<file path="config.mk">
export PLATFORM = sky130hd
export DESIGN_NAME = blit_top
export DESIGN_NICKNAME = d
export VERILOG_FILES = /design/src/hdl/blit_pkg.sv /design/src/hdl/blit_regs.sv /design/src/hdl/blit_sequencer.sv /design/src/hdl/blit_datapath.sv /design/src/hdl/blit_top.sv
export VERILOG_INCLUDE_DIRS = /design/src /design/src/hdl
export SDC_FILE = /design/constraint.sdc
export NUM_CORES = 1
export LEC_CHECK = 0
export ABC_AREA = 0
export BUFFER_PORTS_ARGS = -buffer_cell sky130_fd_sc_hd__buf_2
export CELL_PAD_IN_SITES_DETAIL_PLACEMENT = 0
export CELL_PAD_IN_SITES_GLOBAL_PLACEMENT = 1
export CORE_MARGIN = 1
export CORE_UTILIZATION = 49
export DETAILED_ROUTE_END_ITERATION = 16
export PLACE_DENSITY = 0.84
export SETUP_SLACK_MARGIN = 0.3
export SLEW_MARGIN = 20
export SYNTH_ARGS = -nofsm -noshare
export SYNTH_HDL_FRONTEND = slang
export SYNTH_SLANG_ARGS = --single-unit
</file>
<file path="constraint.sdc">
create_clock -name clk -period 5.2 [get_ports clk]
set_input_delay 0.52 -clock clk [delete_from_list [all_inputs] [get_ports clk]]
set_output_delay 0.52 -clock clk [all_outputs]
set_load 0.05 [all_outputs]
</file>
<file path="src/hdl/blit_defs.svh">
/*
 * blitter register map and register field positions
 * register numbers are local to the blitter and 4 bits wide
 * a write to WORDS queues the blit, so write it last
 */
`ifndef BLIT_DEFS_SVH
`define BLIT_DEFS_SVH

`define BLIT_WORD_W             16      // data and vram word address width

// host register numbers
`define BLIT_REG_CTRL           4'h0
`define BLIT_REG_VAL_C          4'h1
`define BLIT_REG_MOD_S          4'h2
`define BLIT_REG_SRC_S          4'h3
`define BLIT_REG_MOD_D          4'h4
`define BLIT_REG_DST_D          4'h5
`define BLIT_REG_SHIFT          4'h6
`define BLIT_REG_LINES          4'h7
`define BLIT_REG_WORDS          4'h8

// CTRL fields
`define BLIT_CTRL_T_MSB         15      // transparency value T
`define BLIT_CTRL_T_LSB         8
`define BLIT_CTRL_T8            5       // 8-bit transparency
`define BLIT_CTRL_TRANSP        4       // transparency enable
`define BLIT_CTRL_C_AND         1       // AND with C instead of XOR
`define BLIT_CTRL_S_CONST       0       // constant source

// SHIFT fields
`define BLIT_SHIFT_FMASK_MSB    15      // first word nibble mask
`define BLIT_SHIFT_FMASK_LSB    12
`define BLIT_SHIFT_LMASK_MSB    11      // last word nibble mask
`define BLIT_SHIFT_LMASK_LSB    8
`define BLIT_SHIFT_AMT_MSB      1       // right shift in nibbles
`define BLIT_SHIFT_AMT_LSB      0

`endif

</file>
<file path="src/hdl/blit_pkg.sv">
/*
 * shared types of the blitter
 * word and address width come from BLIT_WORD_W, the logic assumes 16
 * lines and words are stored as count minus one
 */
`include "blit_defs.svh"

package blit_pkg;

    typedef logic [`BLIT_WORD_W-1:0] word_t;        // vram data word
    typedef logic [`BLIT_WORD_W-1:0] addr_t;        // vram word address

    // bit n enables nibble n, bit 3 covers data[15:12]
    typedef logic [3:0] nib_mask_t;

    typedef struct packed {
        logic       s_const;                        // source is src_S itself, no reads
        logic       c_and;                          // D = S & C, else S ^ C
        logic       transp;                         // transparency enable
        logic       transp_8b;                      // compare bytes, else nibbles
        logic [7:0] transp_t;                       // transparency value T
    } blit_ctrl_t;

    // one complete blit, as queued by the host or as running
    typedef struct packed {
        blit_ctrl_t ctrl;
        logic [1:0] shift;                          // nibbles to shift right
        nib_mask_t  f_mask;                         // first word of each line
        nib_mask_t  l_mask;                         // last word of each line
        word_t      mod_s;                          // added to src at line end
        addr_t      src_s;                          // source address or constant
        word_t      val_c;
        word_t      mod_d;                          // added to dst at line end
        addr_t      dst_d;
        word_t      lines;                          // lines minus one
        word_t      words;                          // words per line minus one
    } blit_params_t;

    // source word, seen as nibbles for 4-bit and as bytes for 8-bit transparency
    typedef union packed {
        logic [3:0][3:0] nib;
        logic [1:0][7:0] oct;
    } src_word_u;

    typedef struct packed {
        logic      sel;                             // held with all fields until ack
        logic      wr;
        addr_t     addr;
        nib_mask_t mask;                            // write only
        word_t     data;                            // write only
    } vram_req_t;

    typedef enum logic [2:0] {
        IDLE,                                       // wait for a queued blit
        SETUP,                                      // take the queued setup
        LINE_BEG,                                   // load counters, start first access
        RD_S,                                       // source read
        WR_D,                                       // destination write
        LINE_END                                    // apply modulos, next line or finish
    } blit_state_t;

endpackage

</file>
<file path="src/hdl/blit_regs.sv">
/*
 * host setup registers, one queued blit deep
 * no back-pressure: writes while full_o is high alter the queued blit
 * a WORDS write in the same cycle as take_i leaves the queue full
 */
`timescale 1ns/1ps
`include "blit_defs.svh"

module blit_regs import blit_pkg::*; (
    input  logic         clk,
    input  logic         reset_i,
    input  logic         reg_wr_i,          // single-cycle write strobe
    input  logic [3:0]   reg_num_i,
    input  word_t        reg_data_i,
    input  logic         take_i,            // sequencer copies the setup
    output blit_params_t params_o,
    output logic         full_o
);

    blit_params_t params_q;
    logic         full_q;

    assign params_o = params_q;
    assign full_o   = full_q;

    always_ff @(posedge clk) begin
        if (reset_i) begin
            params_q <= '0;
            full_q   <= 1'b0;
        end else begin
            if (take_i) begin
                full_q <= 1'b0;             // setup now owned by sequencer
            end

            if (reg_wr_i) begin
                case (reg_num_i)
                    `BLIT_REG_CTRL: begin
                        params_q.ctrl.transp_t  <= reg_data_i[`BLIT_CTRL_T_MSB:`BLIT_CTRL_T_LSB];
                        params_q.ctrl.transp_8b <= reg_data_i[`BLIT_CTRL_T8];
                        params_q.ctrl.transp    <= reg_data_i[`BLIT_CTRL_TRANSP];
                        params_q.ctrl.c_and     <= reg_data_i[`BLIT_CTRL_C_AND];
                        params_q.ctrl.s_const   <= reg_data_i[`BLIT_CTRL_S_CONST];
                    end
                    `BLIT_REG_VAL_C: begin
                        params_q.val_c <= reg_data_i;
                    end
                    `BLIT_REG_MOD_S: begin
                        params_q.mod_s <= reg_data_i;
                    end
                    `BLIT_REG_SRC_S: begin
                        params_q.src_s <= reg_data_i;
                    end
                    `BLIT_REG_MOD_D: begin
                        params_q.mod_d <= reg_data_i;
                    end
                    `BLIT_REG_DST_D: begin
                        params_q.dst_d <= reg_data_i;
                    end
                    `BLIT_REG_SHIFT: begin
                        params_q.f_mask <=
                            reg_data_i[`BLIT_SHIFT_FMASK_MSB:`BLIT_SHIFT_FMASK_LSB];
                        params_q.l_mask <=
                            reg_data_i[`BLIT_SHIFT_LMASK_MSB:`BLIT_SHIFT_LMASK_LSB];
                        params_q.shift  <= reg_data_i[`BLIT_SHIFT_AMT_MSB:`BLIT_SHIFT_AMT_LSB];
                    end
                    `BLIT_REG_LINES: begin
                        params_q.lines <= reg_data_i;
                    end
                    `BLIT_REG_WORDS: begin
                        params_q.words <= reg_data_i;
                        full_q         <= 1'b1;     // queues the blit, wins over take
                    end
                    default: begin
                    end
                endcase
            end
        end
    end

endmodule

</file>
<file path="src/hdl/blit_sequencer.sv">
/*
 * blit state machine, counters and vram request control
 * one vram access in flight; all state holds while sel is high without ack
 * line counter underflow at bit 15 limits a blit to 32768 lines
 * busy_o rises with the take of a queued blit and falls on return to idle
 */
`timescale 1ns/1ps

module blit_sequencer import blit_pkg::*; (
    input  logic         clk,
    input  logic         reset_i,
    input  blit_params_t queued_params_i,
    input  logic         queue_full_i,
    output logic         take_o,
    output blit_params_t active_params_o,
    input  logic         vram_ack_i,
    output vram_req_t    req_o,             // sel, wr and addr only
    output logic         capture_o,
    output logic         setup_o,
    output logic         first_word_o,
    output logic         last_word_o,
    output logic         busy_o,
    output logic         done_intr_o
);

    blit_state_t           state_q, state_n;
    blit_params_t          params_q;
    logic                  sel_q, sel_n;
    logic                  wr_q, wr_n;
    addr_t                 addr_q, addr_n;
    addr_t                 src_q, src_n;
    addr_t                 dst_q, dst_n;
    word_t                 lines_q, lines_n;        // msb set on last line
    logic [$bits(word_t):0] count_q, count_n;       // extra msb set on last word
    logic                  first_q, first_n;
    logic                  busy_q, done_q, setup_q;
    logic                  advance, last_word, last_line;

    assign advance   = !sel_q || vram_ack_i;
    assign last_word = count_q[$bits(word_t)];
    assign last_line = lines_q[$bits(word_t)-1];

    assign req_o           = '{sel: sel_q, wr: wr_q, addr: addr_q, mask: '0, data: '0};
    assign active_params_o = params_q;
    assign capture_o       = (state_q == RD_S) && vram_ack_i;
    assign setup_o         = setup_q;       // params_q valid from here
    assign first_word_o    = first_q;
    assign last_word_o     = last_word;
    assign busy_o          = busy_q;
    assign done_intr_o     = done_q;

    always_comb begin
        state_n = state_q;
        sel_n   = 1'b0;
        wr_n    = 1'b0;
        addr_n  = addr_q;
        src_n   = src_q;
        dst_n   = dst_q;
        lines_n = lines_q;
        count_n = count_q;
        first_n = first_q;
        take_o  = 1'b0;

        case (state_q)
            IDLE: begin
                if (queue_full_i) begin
                    state_n = SETUP;
                end
            end
            SETUP: begin
                take_o  = 1'b1;
                src_n   = queued_params_i.src_s;
                dst_n   = queued_params_i.dst_d;
                lines_n = queued_params_i.lines;
                state_n = LINE_BEG;
            end
            LINE_BEG: begin
                first_n = 1'b1;
                lines_n = lines_q - 1'b1;                   // pre-decrement
                count_n = {1'b0, params_q.words} - 1'b1;
                sel_n   = 1'b1;
                if (!params_q.ctrl.s_const) begin
                    addr_n  = src_q;
                    state_n = RD_S;
                end else begin
                    wr_n    = 1'b1;
                    addr_n  = dst_q;
                    state_n = WR_D;
                end
            end
            RD_S: begin
                src_n   = addr_q + 1'b1;
                sel_n   = 1'b1;
                wr_n    = 1'b1;
                addr_n  = dst_q;
                state_n = WR_D;
            end
            WR_D: begin
                dst_n   = addr_q + 1'b1;
                addr_n  = addr_q + 1'b1;                    // next write in constant mode
                count_n = count_q - 1'b1;
                first_n = 1'b0;
                if (last_word) begin
                    state_n = LINE_END;
                end else if (!params_q.ctrl.s_const) begin
                    sel_n   = 1'b1;
                    addr_n  = src_q;
                    state_n = RD_S;
                end else begin
                    sel_n   = 1'b1;
                    wr_n    = 1'b1;
                    state_n = WR_D;
                end
            end
            LINE_END: begin
                src_n = src_q + params_q.mod_s;
                dst_n = dst_q + params_q.mod_d;
                if (!last_line) begin
                    state_n = LINE_BEG;
                end else if (queue_full_i) begin
                    state_n = SETUP;                        // chain without idling
                end else begin
                    state_n = IDLE;
                end
            end
            default: begin
                state_n = IDLE;
            end
        endcase
    end

    always_ff @(posedge clk) begin
        if (reset_i) begin
            state_q <= IDLE;
            sel_q   <= 1'b0;
            wr_q    <= 1'b0;
            busy_q  <= 1'b0;
            done_q  <= 1'b0;
            setup_q <= 1'b0;
        end else begin
            if (advance) begin
                state_q <= state_n;
                sel_q   <= sel_n;
                wr_q    <= wr_n;
            end
            if (take_o) begin
                busy_q <= 1'b1;
            end else if (state_q == LINE_END && last_line && !queue_full_i) begin
                busy_q <= 1'b0;
            end
            done_q  <= (state_q == LINE_END) && last_line;
            setup_q <= take_o;
        end
    end

    always_ff @(posedge clk) begin
        if (advance) begin
            addr_q  <= addr_n;
            src_q   <= src_n;
            dst_q   <= dst_n;
            lines_q <= lines_n;
            count_q <= count_n;
            first_q <= first_n;
        end
        if (take_o) begin
            params_q <= queued_params_i;
        end
    end

endmodule

</file>
<file path="src/hdl/blit_datapath.sv">
/*
 * source word, nibble shifter, transparency and logic op
 * carried nibbles survive lines and blits, cleared only by reset
 * data_o and mask_o are combinational and only meaningful on writes
 */
`timescale 1ns/1ps

module blit_datapath import blit_pkg::*; (
    input  logic         clk,
    input  logic         reset_i,
    input  blit_params_t params_i,
    input  logic         setup_i,           // load src_S as constant source
    input  logic         capture_i,         // vram read data valid
    input  word_t        vram_data_i,
    input  logic         first_word_i,
    input  logic         last_word_i,
    output word_t        data_o,
    output nib_mask_t    mask_o
);

    src_word_u   val_s;
    logic [11:0] last_s;                    // low three nibbles of previous read
    nib_mask_t   result_t4, result_t8;
    nib_mask_t   f_mask, l_mask;
    blit_ctrl_t  ctrl;

    // previous low nibbles enter from the left
    function automatic word_t shift_nibbles(
        input logic [1:0]  amount,
        input word_t       cur,
        input logic [11:0] prev
    );
        case (amount)
            2'd0:    shift_nibbles = cur;
            2'd1:    shift_nibbles = {prev[3:0], cur[15:4]};
            2'd2:    shift_nibbles = {prev[7:0], cur[15:8]};
            default: shift_nibbles = {prev[11:0], cur[15:12]};
        endcase
    endfunction

    always_ff @(posedge clk) begin
        if (reset_i) begin
            val_s  <= '0;
            last_s <= '0;
        end else if (capture_i) begin
            val_s  <= shift_nibbles(params_i.shift, vram_data_i, last_s);
            last_s <= vram_data_i[11:0];
        end else if (setup_i) begin
            val_s  <= params_i.src_s;
        end
    end

    assign ctrl = params_i.ctrl;

    // odd nibbles match T[7:4], even nibbles T[3:0]
    assign result_t4[3] = !ctrl.transp || (val_s.nib[3] != ctrl.transp_t[7:4]);
    assign result_t4[2] = !ctrl.transp || (val_s.nib[2] != ctrl.transp_t[3:0]);
    assign result_t4[1] = !ctrl.transp || (val_s.nib[1] != ctrl.transp_t[7:4]);
    assign result_t4[0] = !ctrl.transp || (val_s.nib[0] != ctrl.transp_t[3:0]);

    assign result_t8[3:2] = {2{!ctrl.transp || (val_s.oct[1] != ctrl.transp_t)}};
    assign result_t8[1:0] = {2{!ctrl.transp || (val_s.oct[0] != ctrl.transp_t)}};

    assign f_mask = first_word_i ? params_i.f_mask : 4'b1111;
    assign l_mask = last_word_i  ? params_i.l_mask : 4'b1111;

    assign mask_o = f_mask & l_mask & (ctrl.transp_8b ? result_t8 : result_t4);
    assign data_o = ctrl.c_and ? (val_s & params_i.val_c) : (val_s ^ params_i.val_c);

endmodule

</file>
<file path="src/hdl/blit_top.sv">
/*
 * blitter top: register file, sequencer and data path
 * vram port uses a sel/ack handshake, request held until ack
 * read data must be valid in the ack cycle
 */
`timescale 1ns/1ps

module blit_top import blit_pkg::*; (
    input  logic       clk,
    input  logic       reset_i,
    input  logic       reg_wr_i,
    input  logic [3:0] reg_num_i,
    input  word_t      reg_data_i,
    output logic       busy_o,
    output logic       full_o,
    output logic       done_intr_o,
    output vram_req_t  vram_req_o,
    input  logic       vram_ack_i,
    input  word_t      vram_data_i
);

    blit_params_t queued_params, active_params;
    logic         queue_full, take;
    logic         setup, capture;
    logic         first_word, last_word;
    vram_req_t    seq_req;                  // sel, wr, addr
    word_t        dp_data;
    nib_mask_t    dp_mask;

    assign full_o     = queue_full;
    assign vram_req_o = '{sel: seq_req.sel, wr: seq_req.wr, addr: seq_req.addr,
                          mask: dp_mask, data: dp_data};

    blit_regs blit_regs_inst (
        .clk        (clk),
        .reset_i    (reset_i),
        .reg_wr_i   (reg_wr_i),
        .reg_num_i  (reg_num_i),
        .reg_data_i (reg_data_i),
        .take_i     (take),
        .params_o   (queued_params),
        .full_o     (queue_full)
    );

    blit_sequencer blit_sequencer_inst (
        .clk             (clk),
        .reset_i         (reset_i),
        .queued_params_i (queued_params),
        .queue_full_i    (queue_full),
        .take_o          (take),
        .active_params_o (active_params),
        .vram_ack_i      (vram_ack_i),
        .req_o           (seq_req),
        .capture_o       (capture),
        .setup_o         (setup),
        .first_word_o    (first_word),
        .last_word_o     (last_word),
        .busy_o          (busy_o),
        .done_intr_o     (done_intr_o)
    );

    blit_datapath blit_datapath_inst (
        .clk          (clk),
        .reset_i      (reset_i),
        .params_i     (active_params),
        .setup_i      (setup),
        .capture_i    (capture),
        .vram_data_i  (vram_data_i),
        .first_word_i (first_word),
        .last_word_i  (last_word),
        .data_o       (dp_data),
        .mask_o       (dp_mask)
    );

endmodule

</file>
; ---- Word-level counts from Yosys, hierarchy flattened
; Cells that the tools add are included.
; Widths: inputs -> output; s select.
[word_totals]
register_bits = 355
word_cells = 147
output_inout_bits = 41
input_bits = 40
[op_classes]
addsub = 6
n_eq_ne = 22
reduce_logical = 39
n_bitwise = 4
mux = 33
[ops]
columns = cell, count
row1 = $pmux 16 s3, 4
row2 = $mux 16, 6
row3 = $pmux 17 s2, 1
row4 = $add 16x16->16, 2
row5 = $pmux 16 s2, 1
row6 = $reduce_and 2->1, 15
row7 = $pmux 3 s6, 1
row8 = $sub 16x1->17 const B, 1
row9 = $sub 17x1->17 const B, 1
row10 = $add 16x1->16 const B, 1
row11 = $and 16x16->16, 1
row12 = $eq 4x3->1 const B, 4
row13 = $ne 4x4->1, 4
row14 = $ne 8x8->1, 2
row15 = $sub 16x1->16 const B, 1
row16 = $xor 16x16->16, 1
row17 = $mux 3, 4
row18 = $mux 4, 3
row19 = $mux 1, 10
row20 = $reduce_bool 3->1, 3
row21 = $and 4x4->4, 2
row22 = $eq 4x2->1 const B, 2
row23 = $reduce_bool 2->1, 4
row24 = $logic_or 1x1->1, 7
row25 = 16 further kinds, 23

; ---- Logic depth before layout (Yosys ltp)
[depth]
ltp_word = 5
depth_mapped = 10
mapped_depth_nobuf = 9

; ---- Cells and area by module
; A second synthesis with hierarchy kept.
[unflattened]
cells_unflattened = 1535
hier_area_um2 = 18331.3
[modules_own_cells]
columns = mod, cells_each, seq_area_each_um2, area_each_um2, n_inst
row1 = blit_sequencer, 863, 6646.4, 10754.1, 1
row2 = blit_regs, 476, 2702.6, 5318.9, 1
row3 = blit_datapath, 196, 560.5, 2258.4, 1

; ---- Least setup slack after synthesis
; Ideal clock, no wire load.
[synth_path]
kind = flip-flop to flip-flop
start = register blit_sequencer_inst.state_q[0]
end = register blit_sequencer_inst.lines_q[0] (enable)
arrival_ps = 3393
required_ps = 4827
n_path_buf = 0
setup_time_ps = 373
path_stages_with_launch = 5
period_less_slack_ps = 3766
path_slack_ps = 1434
cell_sequence = dfxtp_1 nor2b_1 nand2b_1 inv_1 o21a_1
[synth_via]
elab_chain_len = 3
word_cells_on_any_way = 4
classes_between = 2 x eq/ne / 2 x reduce/logical
[synth_rtl]
columns = element, line
row1 = start: declaration, blit_sequencer.sv:26  ; blit_state_t state_q, state_n;
row2 = start signal: assignment, blit_sequencer.sv:142  ; state_q <= state_n;
row3 = $eq 3x1->1 or $eq 3x2->1 (tied branches), blit_sequencer.sv:64  ; case (state_q)
row4 = $reduce_bool 2->1 (no line) (*), -
row5 = $reduce_and 2->1 (no line) (*), -
row6 = end signal: assignment, blit_sequencer.sv:161  ; lines_q <= lines_n;
row7 = end: declaration, blit_sequencer.sv:33  ; word_t lines_q, lines_n;
; Mark *: on every way between the ends. The rest lies on a longest branch, timed or not.
; A chain may end at the register's enable or synchronous reset.

; ---- Worst setup path after layout
[layout_path]
start = register blit_sequencer_inst.state_q[2]
end = register blit_sequencer_inst.count_q[16] (data pin)
[layout_via]
elab_chain_len = 2
word_cells_on_any_way = 3
classes_between = 2 x eq/ne / 1 x mux
[layout_rtl]
columns = element, line
row1 = $eq 3x3->1 or $eq 3x2->1 (tied branches), blit_sequencer.sv:64
row2 = $pmux 17 s2 (*), blit_sequencer.sv:64
row3 = net blit_sequencer_inst.count_n[16], blit_sequencer.sv:34  ; logic [$bits(word_t):0] count_q, count_n;
row4 = end signal: assignment, blit_sequencer.sv:162  ; count_q <= count_n;
row5 = end: declaration, blit_sequencer.sv:34
; Mark *: on every way through the listed nets, which the timed path passes. The rest lies on a longest branch.

==> impl_results.md <==
* Root buf cell: clkbuf_16
* Cell variety after synth at 73
* Setup Skew at just under 20 ps
* Final antenna-violating net count at 0
* Kind of critical path: reg -> reg
* # setup viols final at 0
* Max-slew headroom at 0.2477
* Slowest-stage cell, CP: dfxtp_1
* Total power at a little over 6 mW
* Mapped Nets at 1673
* CP Cell Sequence: nor3b_4 > buf_4 > mux2i_1 > ha_1 > o211ai_2 > a2111oi_4 > xnor2_1 > a21o_1
* Routability congestion estimate at 0.8785
* Most frequent cells in the layout: 230 x nand2_1, 184 x edfxtp_1, 171 x dfxtp_1, 162 x nor2_1, 146 x a21oi_1
* Syn Inst Count at 1582
* Die area at ~0.035 mm²
* First-pass GRT wire length at 67250 µm
* Met3 WL at between 3000 and 4000 µm
* Via count at 12240
* Startpoint Class: register
* Nets at ~1700
* Buffers and inverters on the worst path at 1
* Num rows at 67
* Final Hold Vio Count at 0
* DRT Wirelength at 43900 µm
* Max layer used: met4
* # Max-Cap Violations at 0
* Clock-pin slew on the worst setup and hold paths at 60 ps
* Clock latency on the worst-skew pair at around 520 ps
* Worst-Margin Slew at between 1000 and 1500 ps
* Postcts setup bufs at 0
* Peak supply drop at 0.3042 mV
* Largest net degree at the start of global routing at 101
* Layout cells sized above 1 at 0.1267
* DRC viols at 0
* Max FO, Critical Path at 28
* Final period util at 0.5785
* Peak Freq at ~330 MHz
* Commonest non-fill, non-tap cell in the layout: nand2_1
* Cts bufs inserted at 37
* Seq pwr share at 0.500
* PostCTS Resize Cnt at 0
* Internal power at about 4.7 mW
* Detailed Route Iter0 Violations at 1157
* Vias in the first global route at about 12000
* Post-route setup slack at 2192 ps
* Die width at 186.1 µm
* Largest delay share family, worst path: compound AO/OA/AOI/OAI gates
* DP Worst Slack at 2197 ps
* Combinational group share of total power at 0.070
* Setup crit end kind: register
* Post-DP HPWL at 29470 µm
* Ports at 81
* Ant diodes at 0
* Post-synthesis sequential area ratio at 0.5388
* P&R area growth vs syn at 11.82%
* Async set-reset flop share out of synthesis at 0
* Switching Power at 1.437 mW
* Primary FF master, synth: edfxtp_1
* CP max stage delay at ~560 ps
* Grt total ovfl at 0
* Sw frac at 0.2339
* Slew Viols, Final at 0
* DIE HEIGHT at 186.1 µm
* Sum of negative setup slack at 0 ps
* Routed WL per cell at 20.92 µm
* Starting Density at 0.4965
* Met2 WL at 20220 µm
* Required time worst endpoint at 5470 ps
* Clock tree buffer depth at 3
* Core area at 0.03345 mm²
* Syn avg cell area at 10.50 µm²
* Gr usage total at 0.2580
* Wl on met1 at ~19000 µm
* #FFs+latches synth at 355
* Status: complete, no violations
* Vias/cell at 5.836
* Hold Crit Class: in -> reg
* Hold buffers post-CTS at 0
* Leakage at 6.691 nW
* H-tree Lvls at 2
* RSZ-0062 raised after global routing: false
* Worst EP arrival at between 3000 and 4000 ps
* Clk sinks at 355
* TritonRoute pass-1 iters at 6
* Synthesized cell area at between 0.015 and 0.02 mm²
* Count of flip-flops with a built-in enable after synthesis at around 180
* Ys Warns at 0
* Pwr per Cell Area at roughly 330 mW/mm²
* Buffers on Ports at 80
* Clock share of power at 0.430
* CTS tree: done
* Initial antenna violation count at 0
* Final Critical Period at around 3000 ps
## worst reg2reg max path, cell delays in order (launching register included)
cell       delay, ps
dfxtp_1          560
nor3b_4          390
buf_4            420
mux2i_1          290
ha_1             250
o211ai_2         240
a2111oi_4        350
xnor2_1          100
a21o_1           180
## power groups by stage
stage	combinational (mW)	sequential (mW)	clock, mW
after floorplan	0.280	3.12	0
after global placement	0.419	3.13	0
after detailed placement	0.425	3.13	0
after CTS	0.427	3.07	2.67
after global routing	0.466	3.07	2.78
final	0.430	3.07	2.64
## cells by family after synthesis
kind of cell	after synthesis	share of synthesized area
AOI/OAI and AO/OA	316	0.1176
xor gates and xnor gates	79	0.04166
DFF	355	0.5388
adders and majority gates	51	0.03933
muxes	133	0.09365
and+or+nand+nor	529	0.1407
buffers and inverters	119	0.02825
## layout make-up
cell class              count  area (µm²)
fillers                  2900       14880
flip-flops and latches    355        8949
multi-input cells        1108        7218
clock buffers              55        1087
well taps                 448       560.5
repair buffers             97       538.0
clock inverters            12       126.4
inverters                  23       91.34
## metal layers
| metal | track usage | vias to the layer above |
|---|---|---|
| met3 | 0.03737 | 91 |
| li1 | - | 5774 |
| met5 | 0 | - |
| met2 | 0.4112 | 497 |
| met4 | 0.09148 | 0 |
| met1 | 0.3588 | 5882 |
## worst paths after layout
check / from / end / slack (ps) / depth (start not counted)
worst max-delay path: blit_sequencer_inst.state_q[2] / blit_sequencer_inst.count_q[16] / 2190 / 8
worst min-delay path: vram_data_i[1] / blit_datapath_inst.last_s[1] / 250 / 3
worst max register to register: blit_sequencer_inst.state_q[2] / blit_sequencer_inst.count_q[16] / 2190 / 8
worst min register to register: blit_regs_inst.params_o[127] / blit_sequencer_inst.active_params_o[127] / 430 / 0
## synthesized netlist by cell type (4+ instances only)
cell,n,area [µm²]
a211oi_1,25,187.7
a21o_1,12,90.09
a21oi_1,146,730.7
a22oi_1,13,97.59
a31oi_1,6,37.54
and2_1,4,25.02
and3_1,6,37.54
buf_1,4,15.01
buf_2,10,50.05
clkbuf_1,80,300.3
dfxtp_1,171,3423
edfxtp_1,184,5525
ha_1,49,613.1
inv_1,21,78.83
mux2_2,19,214.0
mux2i_1,98,980.9
mux4_2,16,360.4
nand2_1,230,863.3
nand2b_1,11,68.82
nand3_1,25,125.1
nand3b_1,4,30.03
nand4_1,5,31.28
nor2_1,165,619.3
nor2b_1,11,68.82
nor3_1,23,115.1
nor3b_1,7,52.55
nor4_1,9,56.30
o211ai_1,6,45.04
o21a_1,4,30.03
o21ai_0,43,215.2
o21ai_1,4,20.02
o221ai_1,12,105.1
o22ai_1,12,75.07
o31a_1,4,35.03
or3_1,10,62.56
xnor2_1,52,455.4
xor2_1,27,236.5
## sequential cells by signal (all words and copies together), names as in the netlist
| register | cells |
|---|---|
| blit_sequencer_inst.src_q | 16 |
| blit_datapath_inst.last_s | 12 |
| blit_sequencer_inst.state_q | 3 |
| blit_sequencer_inst.done_intr_o | 1 |
| blit_sequencer_inst.addr_q | 16 |
| blit_sequencer_inst.busy_o | 1 |
| blit_sequencer_inst.wr_q | 1 |
| blit_regs_inst.full_o | 1 |
| blit_sequencer_inst.sel_q | 1 |
| blit_sequencer_inst.active_params_o | 102 |
| blit_regs_inst.params_o | 134 |
| blit_sequencer_inst.first_word_o | 1 |
| blit_datapath_inst.val_s | 16 |
| blit_sequencer_inst.dst_q | 16 |
| blit_sequencer_inst.count_q | 17 |
| blit_sequencer_inst.setup_o | 1 |
| blit_sequencer_inst.lines_q | 16 |
## metrics by stage
stage	utilization	hold WS (ps)	cells	area, µm²
2_1_floorplan	-	407.6	1582	16610
3_3_place_gp	0.5181	411.1	2030	17330
3_5_place_dp	0.5186	413.0	2031	17350
4_1_cts	0.5549	245.4	2098	18560
5_1_grt	0.5552	265.0	2098	18570
6_report	0.5552	251.5	2098	18570
Note: power is estimated with default switching activity, not from simulation.
